==> src/verilog/pcs_rx_pkg.sv <==
// 10G PCS receive definitions
package pcs_rx_pkg;

    localparam int NUM_LANES = 4;

    // Sync headers
    localparam logic [1:0] SYNC_DATA = 2'b01;
    localparam logic [1:0] SYNC_CTRL = 2'b10;

    // Control block type field values
    localparam logic [7:0] BT_IDLE  = 8'h1E;
    localparam logic [7:0] BT_START = 8'h78;
    localparam logic [7:0] BT_TERM7 = 8'hFF;
    localparam logic [7:0] BT_TERM0 = 8'h87;

    // XGMII control characters
    localparam logic [7:0] XG_IDLE  = 8'h07;
    localparam logic [7:0] XG_START = 8'hFB;
    localparam logic [7:0] XG_TERM  = 8'hFD;
    localparam logic [7:0] XG_ERROR = 8'hFE;

    ////////////////////////////////////////////////////////////////////////////
    // Block payload, seen as data or as a control block
    ////////////////////////////////////////////////////////////////////////////

    typedef union packed {
        logic [63:0] data;
        struct packed {
            // Bytes 1 to 7 of the block
            logic [55:0] content;
            // Block type in byte 0
            logic [7:0]  btype;
        } ctrl;
    } block_payload_u;

    // Classification of a decoded block
    typedef enum logic [2:0] {
        KIND_IDLE,
        KIND_DATA,
        KIND_START,
        KIND_TERM,
        KIND_ERROR
    } block_kind_e;

endpackage

==> src/verilog/block_bus_if.sv <==
// Reordered block bus
`timescale 1ns/1ns

interface block_bus_if import pcs_rx_pkg::*; ();

    // One 66-bit block per lane
    logic [NUM_LANES-1:0][1:0] header;
    block_payload_u [NUM_LANES-1:0] payload;

    modport src (
        output header,
        output payload
    );

    modport dst (
        input  header,
        input  payload
    );

endinterface

==> src/verilog/xgmii_bus_if.sv <==
// Decoded XGMII lane bus
`timescale 1ns/1ns

interface xgmii_bus_if import pcs_rx_pkg::*; ();

    // Lane 0 sits in the low bits
    logic [NUM_LANES-1:0][7:0]  rxc;
    logic [NUM_LANES-1:0][63:0] rxd;
    logic [NUM_LANES-1:0]       blk_err;

    modport src (
        output rxc,
        output rxd,
        output blk_err
    );

    modport dst (
        input  rxc,
        input  rxd,
        input  blk_err
    );

endinterface
==> src/verilog/block_decoder.sv <==
// 64b/66b lane decoder
`timescale 1ns/1ns

module block_decoder import pcs_rx_pkg::*; (
    input  logic           rx_clk_161_13,
    input  logic           async_reset_n,
    input  logic [1:0]     header_i,
    input  block_payload_u payload_i,
    input  block_kind_e    prev_kind_i,
    input  logic           terminate_in_i,
    output block_kind_e    kind_o,
    output logic [7:0]     rxc_o,
    output logic [63:0]    rxd_o,
    output logic           blk_err_o
);

    block_kind_e raw_kind;
    logic [7:0]  raw_rxc;
    logic [63:0] raw_rxd;
    logic        seq_err;

    ////////////////////////////////////////////////////////////////////////////
    // Raw decode from header and block type
    ////////////////////////////////////////////////////////////////////////////

    always_comb begin
        raw_kind = KIND_ERROR;
        raw_rxc  = 8'hFF;
        raw_rxd  = {8{XG_ERROR}};
        case (header_i)
            SYNC_DATA: begin
                raw_kind = KIND_DATA;
                raw_rxc  = 8'h00;
                raw_rxd  = payload_i.data;
            end
            SYNC_CTRL: begin
                case (payload_i.ctrl.btype)
                    BT_IDLE: begin
                        raw_kind = KIND_IDLE;
                        raw_rxc  = 8'hFF;
                        raw_rxd  = {8{XG_IDLE}};
                    end
                    BT_START: begin
                        raw_kind = KIND_START;
                        raw_rxc  = 8'h01;
                        raw_rxd  = {payload_i.ctrl.content, XG_START};
                    end
                    BT_TERM7: begin
                        // Seven data bytes, terminate last
                        raw_kind = KIND_TERM;
                        raw_rxc  = 8'h80;
                        raw_rxd  = {XG_TERM, payload_i.ctrl.content};
                    end
                    BT_TERM0: begin
                        raw_kind = KIND_TERM;
                        raw_rxc  = 8'hFF;
                        raw_rxd  = {{7{XG_IDLE}}, XG_TERM};
                    end
                    default: begin
                        raw_kind = KIND_ERROR;
                    end
                endcase
            end
            // Headers 00 and 11 are invalid
            default: begin
                raw_kind = KIND_ERROR;
            end
        endcase
    end

    ////////////////////////////////////////////////////////////////////////////
    // Sequence rules
    ////////////////////////////////////////////////////////////////////////////

    // Data outside a frame, or anything but idle after a terminate
    assign seq_err = ((raw_kind == KIND_DATA) &&
                      ((prev_kind_i == KIND_IDLE) || (prev_kind_i == KIND_TERM))) ||
                     (terminate_in_i && (raw_kind != KIND_IDLE));

    always_comb begin
        kind_o = raw_kind;
        if (seq_err) begin
            kind_o = KIND_ERROR;
        end
    end

    always_ff @(posedge rx_clk_161_13) begin
        if (!async_reset_n) begin
            rxc_o     <= 8'hFF;
            rxd_o     <= {8{XG_IDLE}};
            blk_err_o <= 1'b0;
        end else if (kind_o == KIND_ERROR) begin
            rxc_o     <= 8'hFF;
            rxd_o     <= {8{XG_ERROR}};
            blk_err_o <= 1'b1;
        end else begin
            rxc_o     <= raw_rxc;
            rxd_o     <= raw_rxd;
            blk_err_o <= 1'b0;
        end
    end

endmodule

==> src/verilog/errored_block_counter.sv <==
// Errored block counter
`timescale 1ns/1ns

module errored_block_counter import pcs_rx_pkg::*; #(
    parameter int ERR_CNT_WIDTH = 8
) (
    input  logic                     rx_clk_161_13,
    input  logic                     async_reset_n,
    input  logic                     clear_errblk_i,
    xgmii_bus_if.dst                 xg_i,
    output logic [ERR_CNT_WIDTH-1:0] errd_blks_o
);

    localparam int SUM_W = ERR_CNT_WIDTH + 1;

    // Errors this cycle, 0 to 4
    logic [2:0]       n_err;
    logic [SUM_W-1:0] cnt_sum;

    always_comb begin
        n_err = '0;
        for (int k = 0; k < NUM_LANES; k++) begin
            n_err = n_err + 3'(xg_i.blk_err[k]);
        end
    end

    // Extra top bit flags overflow
    assign cnt_sum = {1'b0, errd_blks_o} + SUM_W'(n_err);

    always_ff @(posedge rx_clk_161_13) begin
        if (!async_reset_n || clear_errblk_i) begin
            errd_blks_o <= '0;
        end else if (cnt_sum[SUM_W-1]) begin
            errd_blks_o <= '1;
        end else begin
            errd_blks_o <= cnt_sum[ERR_CNT_WIDTH-1:0];
        end
    end

endmodule

==> src/verilog/pcs_rx_top.sv <==
// 10G PCS receive top level
`timescale 1ns/1ns

module pcs_rx_top import pcs_rx_pkg::*; #(
    parameter int ERR_CNT_WIDTH = 8
) (
    input  logic                       rx_clk_161_13,
    input  logic                       async_reset_n,
    input  logic [1:0]                 rx_lane_rot_i,
    input  logic [NUM_LANES-1:0][1:0]  rx_header_i,
    input  logic [NUM_LANES-1:0][63:0] rx_data_i,
    input  logic                       clear_errblk_i,
    output logic [NUM_LANES*8-1:0]     xgmii_rxc_o,
    output logic [NUM_LANES*64-1:0]    xgmii_rxd_o,
    output logic [ERR_CNT_WIDTH-1:0]   errd_blks_o
);

    block_bus_if blk_bus ();
    xgmii_bus_if xg_bus ();

    ////////////////////////////////////////////////////////////////////////////
    // Reorder, decode, count
    ////////////////////////////////////////////////////////////////////////////

    rx_lane_reorder u_reorder (
        .rx_clk_161_13 (rx_clk_161_13),
        .async_reset_n (async_reset_n),
        .rx_lane_rot_i (rx_lane_rot_i),
        .rx_header_i   (rx_header_i),
        .rx_data_i     (rx_data_i),
        .blk_o         (blk_bus)
    );

    rx_lane_bank u_bank (
        .rx_clk_161_13 (rx_clk_161_13),
        .async_reset_n (async_reset_n),
        .blk_i         (blk_bus),
        .xg_o          (xg_bus)
    );

    errored_block_counter #(
        .ERR_CNT_WIDTH (ERR_CNT_WIDTH)
    ) u_err_cnt (
        .rx_clk_161_13  (rx_clk_161_13),
        .async_reset_n  (async_reset_n),
        .clear_errblk_i (clear_errblk_i),
        .xg_i           (xg_bus),
        .errd_blks_o    (errd_blks_o)
    );

    // Flattened XGMII, lane 0 in the low bits
    assign xgmii_rxc_o = xg_bus.rxc;
    assign xgmii_rxd_o = xg_bus.rxd;

endmodule

==> src/verilog/rx_lane_bank.sv <==
// Four-lane decoder bank
`timescale 1ns/1ns

module rx_lane_bank import pcs_rx_pkg::*; (
    input  logic     rx_clk_161_13,
    input  logic     async_reset_n,
    block_bus_if.dst blk_i,
    xgmii_bus_if.src xg_o
);

    block_kind_e lane_kind [NUM_LANES];
    block_kind_e prev_kind [NUM_LANES];
    logic        term_chain [NUM_LANES];
    // Kind of the last lane, seen by lane 0 one cycle later
    block_kind_e last_kind_q;

    always_ff @(posedge rx_clk_161_13) begin
        if (!async_reset_n) begin
            last_kind_q <= KIND_IDLE;
        end else begin
            last_kind_q <= lane_kind[NUM_LANES-1];
        end
    end

    ////////////////////////////////////////////////////////////////////////////
    // Per-lane decode with the prev kind and terminate chains
    ////////////////////////////////////////////////////////////////////////////

    for (genvar k = 0; k < NUM_LANES; k++) begin : g_lane
        if (k == 0) begin : g_first
            assign prev_kind[k]  = last_kind_q;
            assign term_chain[k] = 1'b0;
        end else begin : g_next
            assign prev_kind[k]  = lane_kind[k-1];
            // Any terminate in an earlier lane
            assign term_chain[k] = term_chain[k-1] | (lane_kind[k-1] == KIND_TERM);
        end

        block_decoder u_dec (
            .rx_clk_161_13  (rx_clk_161_13),
            .async_reset_n  (async_reset_n),
            .header_i       (blk_i.header[k]),
            .payload_i      (blk_i.payload[k]),
            .prev_kind_i    (prev_kind[k]),
            .terminate_in_i (term_chain[k]),
            .kind_o         (lane_kind[k]),
            .rxc_o          (xg_o.rxc[k]),
            .rxd_o          (xg_o.rxd[k]),
            .blk_err_o      (xg_o.blk_err[k])
        );
    end

endmodule

==> src/verilog/rx_lane_reorder.sv <==
// Receive lane rotation
`timescale 1ns/1ns

module rx_lane_reorder import pcs_rx_pkg::*; (
    input  logic                       rx_clk_161_13,
    input  logic                       async_reset_n,
    input  logic [1:0]                 rx_lane_rot_i,
    input  logic [NUM_LANES-1:0][1:0]  rx_header_i,
    input  logic [NUM_LANES-1:0][63:0] rx_data_i,
    block_bus_if.src                   blk_o
);

    // Input lane feeding each output lane
    logic [1:0] src_lane [NUM_LANES];

    always_comb begin
        for (int k = 0; k < NUM_LANES; k++) begin
            // Two-bit sum wraps, giving the mod 4 rotation
            src_lane[k] = 2'(k) + rx_lane_rot_i;
        end
    end

    always_ff @(posedge rx_clk_161_13) begin
        if (!async_reset_n) begin
            // Idle control blocks on every lane
            for (int k = 0; k < NUM_LANES; k++) begin
                blk_o.header[k]  <= SYNC_CTRL;
                blk_o.payload[k] <= {56'd0, BT_IDLE};
            end
        end else begin
            for (int k = 0; k < NUM_LANES; k++) begin
                blk_o.header[k]  <= rx_header_i[src_lane[k]];
                blk_o.payload[k] <= rx_data_i[src_lane[k]];
            end
        end
    end

endmodule

==> config.mk <==
export PLATFORM = sky130hd
export DESIGN_NAME = pcs_rx_top
export DESIGN_NICKNAME = d
export VERILOG_FILES = /design/src/verilog/pcs_rx_pkg.sv /design/src/verilog/block_bus_if.sv /design/src/verilog/xgmii_bus_if.sv /design/src/verilog/block_decoder.sv /design/src/verilog/errored_block_counter.sv /design/src/verilog/pcs_rx_top.sv /design/src/verilog/rx_lane_bank.sv /design/src/verilog/rx_lane_reorder.sv
export SDC_FILE = /design/constraint.sdc
export NUM_CORES = 1
export LEC_CHECK = 0
export ABC_CLOCK_PERIOD_IN_PS = 3700
export BUFFER_PORTS_ARGS = -buffer_cell sky130_fd_sc_hd__buf_2
export CORE_MARGIN = 2
export CORE_UTILIZATION = 50
export DETAILED_ROUTE_END_ITERATION = 12
export HOLD_SLACK_MARGIN = 0.15
export PLACE_DENSITY = 0.74
export SLEW_MARGIN = 20
export SYNTH_ARGS = -nofsm -noshare
export SYNTH_HDL_FRONTEND = slang
export SYNTH_SLANG_ARGS = --single-unit
==> constraint.sdc <==
create_clock -name rx_clk_161_13 -period 3.7 [get_ports rx_clk_161_13]
set_clock_uncertainty 0.05 [all_clocks]
set_input_delay 0.185 -clock rx_clk_161_13 [delete_from_list [all_inputs] [get_ports rx_clk_161_13]]
set_output_delay 0.185 -clock rx_clk_161_13 [all_outputs]
set_load 0.02 [all_outputs]
==> flow_summary.json <==
{
  "min_period_ns": 3.15,
  "timing.setup.tns_ns": 0,
  "power_mw": 16.5,
  "yosysMostFrequentCell": "dfxtp_1",
  "grt_pass1_wl_mm": 154,
  "yosysWarnings": 0,
  "ctsHoldBuffers": 453,
  "numClockSinks": 547,
  "critPathArrivalTime_ns": 3.59,
  "die_w_um": 231,
  "ir_drop_mv": 0.365,
  "synth_top_cells_by_count": "547 x dfxtp_1, 264 x mux4_2, 255 x and2_1, 174 x clkbuf_1, 167 x nor2_1",
  "grt_start_max_net_pins": 165,
  "die_h_um": 231,
  "synth_enable_flop_cells": 0,
  "finalHoldViolations": 0,
  "grt_setup_unrepaired": "no",
  "antenna_found_initial": 18,
  "p_switching_mw": 4.77,
  "relSlewSlack_pct": 27.0,
  "synth_area_per_cell_um2": 10.8,
  "clock_power_share_pct": 38.4,
  "rows": 83,
  "cp_max_fo": 11,
  "grt_overflow_total": 0,
  "hold_ws_ns": 0.179,
  "synth_top_area_cell": "dfxtp_1",
  "swShare_pct": 28.9,
  "synthesis.area_mm2": 0.0258,
  "drc": 0,
  "final_max_slew_viol_count": 0,
  "multi_input_area_mm2": 0.0137,
  "slowest_stage": "or4_1",
  "place_hpwl_mm": 77.3,
  "area_growth_pct": 37.6,
  "post_cts_buffers": 0,
  "postSynth.asyncResetShare_pct": 0,
  "syn-num-nets": 2670,
  "cp-start-kind": "register",
  "cp.required_ns": 4.14,
  "cts_tree": "done",
  "fmax_ghz": 0.317,
  "track_usage_pct": 38.8,
  "clk_pin_slew_ns": 0.07,
  "ctsHtreeMaxLevel": 2,
  "routabilityCongestion": 0.979,
  "totalWireLength_mm": 106,
  "ios": 565,
  "p_leak_nw": 14.1,
  "tritoncts.num_buffers": 56,
  "pwr_density_cell_mw_per_mm2": 464,
  "finalSetupViolCount": 0,
  "ys_seq_area_share_pct": 42.4,
  "power_frac_seq_pct": 40.8,
  "crit_chain": "inv_1, ha_1, inv_1, a211oi_1, a21boi_1, nor3_1, o211a_2, or2_1, or4_1",
  "grt_pass1_vias": 23975,
  "fill_cells": 3669,
  "core_mm2": 0.0512,
  "internal-power_mw": 11.7,
  "synth_top_area_share_pct": 42.4,
  "drive_gt1_share_pct": 30.5,
  "via_count": 24557,
  "nNetsFinal": 3531,
  "outcome": "completed",
  "period_share_pct": 85.1,
  "worstSkewPairLatency_ns": 0.63,
  "start_util_pct": 50.4,
  "antenna_left": 0,
  "combPwrFrac_pct": 20.8,
  "ys_seq_elements": 547,
  "root_buffer": "clkbuf_16",
  "maxCapViolCount": 0,
  "cts_buffer_depth": 3,
  "criticalPathCategory": "register to register",
  "seq_area_mm2": 0.0110,
  "dr.pass1.iters": 8,
  "worstMarginPinSlew_ns": 1.09,
  "max_stage_delay_ns": 0.51,
  "syn_inst": 2385,
  "cts_resized": 0,
  "drtIter0Drc": 2969,
  "ys.flop_type": "dfxtp_1",
  "ys_types": 72,
  "numPortBuffers": 564,
  "dieArea_mm2": 0.0535,
  "routedWlPerCell_um": 26.5,
  "endpoint_kind": "register",
  "min_path_type": "input pin to register",
  "ys_top_cells_by_area": "dfxtp_1 42%, mux4_2 23%, and2_1 6.2%",
  "cp_common_cell": "inv_1",
  "avgViaCountPerCell": 6.15
}
-- metal layers --
layer	up-vias	GRT usage (%)	part of all wire (%)
li1	10628	-	-
met1	12015	46.2	36
met2	1587	65.6	49
met3	319	7.74	8.9
met4	8	22.2	6.6
met5	-	0	0.058
-- state kept, by name (all words and copies together), names as in the netlist --
| signal | cells |
|---|---|
| u_bank.g_lane.u_dec.rxc_o | 12 |
| u_err_cnt.errd_blks_o | 8 |
| u_reorder.blk_o.payload | 256 |
| u_bank.g_lane.u_dec.rxd_o | 256 |
| u_bank.last_kind_q | 3 |
| u_reorder.blk_o.header | 8 |
| u_bank.g_lane.u_dec.blk_err_o | 4 |
-- cell type report --
cell class,count,share of cell area [%]
Tap cell,680,2.40
Clock buffer,68,4.24
Inverter,26,0.282
Antenna cell,19,0.134
Sequential cell,547,30.8
Multi-Input combinational cell,1556,38.5
Clock inverter,37,1.58
Timing Repair Buffer,1059,22.0
-- critical path, delay by kind of cell (launching register included) --
family	cells	cell delay, ns
AOI/OAI and AO/OA	3	1.01
DFF	1	0.33
buffers and inverters	2	0.27
adders and majority gates	1	0.39
and+or+nand+nor	3	0.97
-- placed cells by master (no fill, tap or decap), types with 5 or more instances in the layout --
cell           instances
dlygate4sd3_1        453
and2_1               255
nand3_1               18
buf_12                 9
bufinv_16             12
clkbuf_8               6
or2_2                  6
mux4_2               264
a21o_1                38
clkinv_4               5
clkinvlp_4             6
a22oi_1               56
a31oi_1              109
a21oi_1              159
ha_1                  14
o21ai_1                6
nor2_1               162
nor3_1                 5
o41ai_2                8
a2111oi_0             35
a221o_1               13
clkbuf_16             56
buf_4                 33
inv_1                 25
buf_2                561
nand2_1              136
nand4_1               41
diode_2               19
o2111ai_1             16
clkinv_2               9
a41oi_1                5
dfxtp_1              547
clkbuf_1               6
o21a_1                 8
nand2b_1              23
nor4_1                 5
o21ai_0               94
-- final timing paths --
path | cells after the start | slack [ns] | from | end
max | 9 | 0.55 | u_reorder.blk_o.header[0] | u_bank.g_lane[2].u_dec.rxd_o[58]
min reg2reg | 1 | 0.42 | u_reorder.blk_o.payload[57] | u_bank.g_lane[0].u_dec.rxd_o[57]
max reg2reg | 9 | 0.55 | u_reorder.blk_o.header[0] | u_bank.g_lane[2].u_dec.rxd_o[58]
min | 3 | 0.18 | rx_header_i[2] | u_reorder.blk_o.header[2]
-- per-stage QoR --
step | utilization, % | instances | setup WS, ns | area, um^2
global placement | 56.4 | 3415 | 0.734 | 28900
global route | 69.3 | 3981 | 0.430 | 35500
CTS | 69.3 | 3973 | 0.621 | 35500
detailed placement | 56.4 | 3415 | 0.645 | 28900
floorplan | - | 2385 | 1.16 | 25800
finish | 69.4 | 3992 | 0.550 | 35500
-- cell families after synthesis --
group                      count (synthesis)  share of synthesized area, %
and+or+nand+nor                          691                          14.1
xor gates and xnor gates                   5                         0.170
buffers and inverters                    282                          4.72
muxes                                    266                          23.1
AOI/OAI and AO/OA                        578                          14.7
DFF                                      547                          42.4
adders and majority gates                 16                         0.834
-- power groups by stage --
stage | clock network [mW] | logic (mW) | registers, mW
after floorplan | 0 | 1.53 | 6.90
after global placement | 0 | 2.76 | 6.85
after detailed placement | 0 | 2.78 | 6.85
after CTS | 6.34 | 3.33 | 6.72
after global routing | 6.58 | 3.61 | 6.75
final | 6.33 | 3.43 | 6.74
Power figures use the tool's default switching activity.
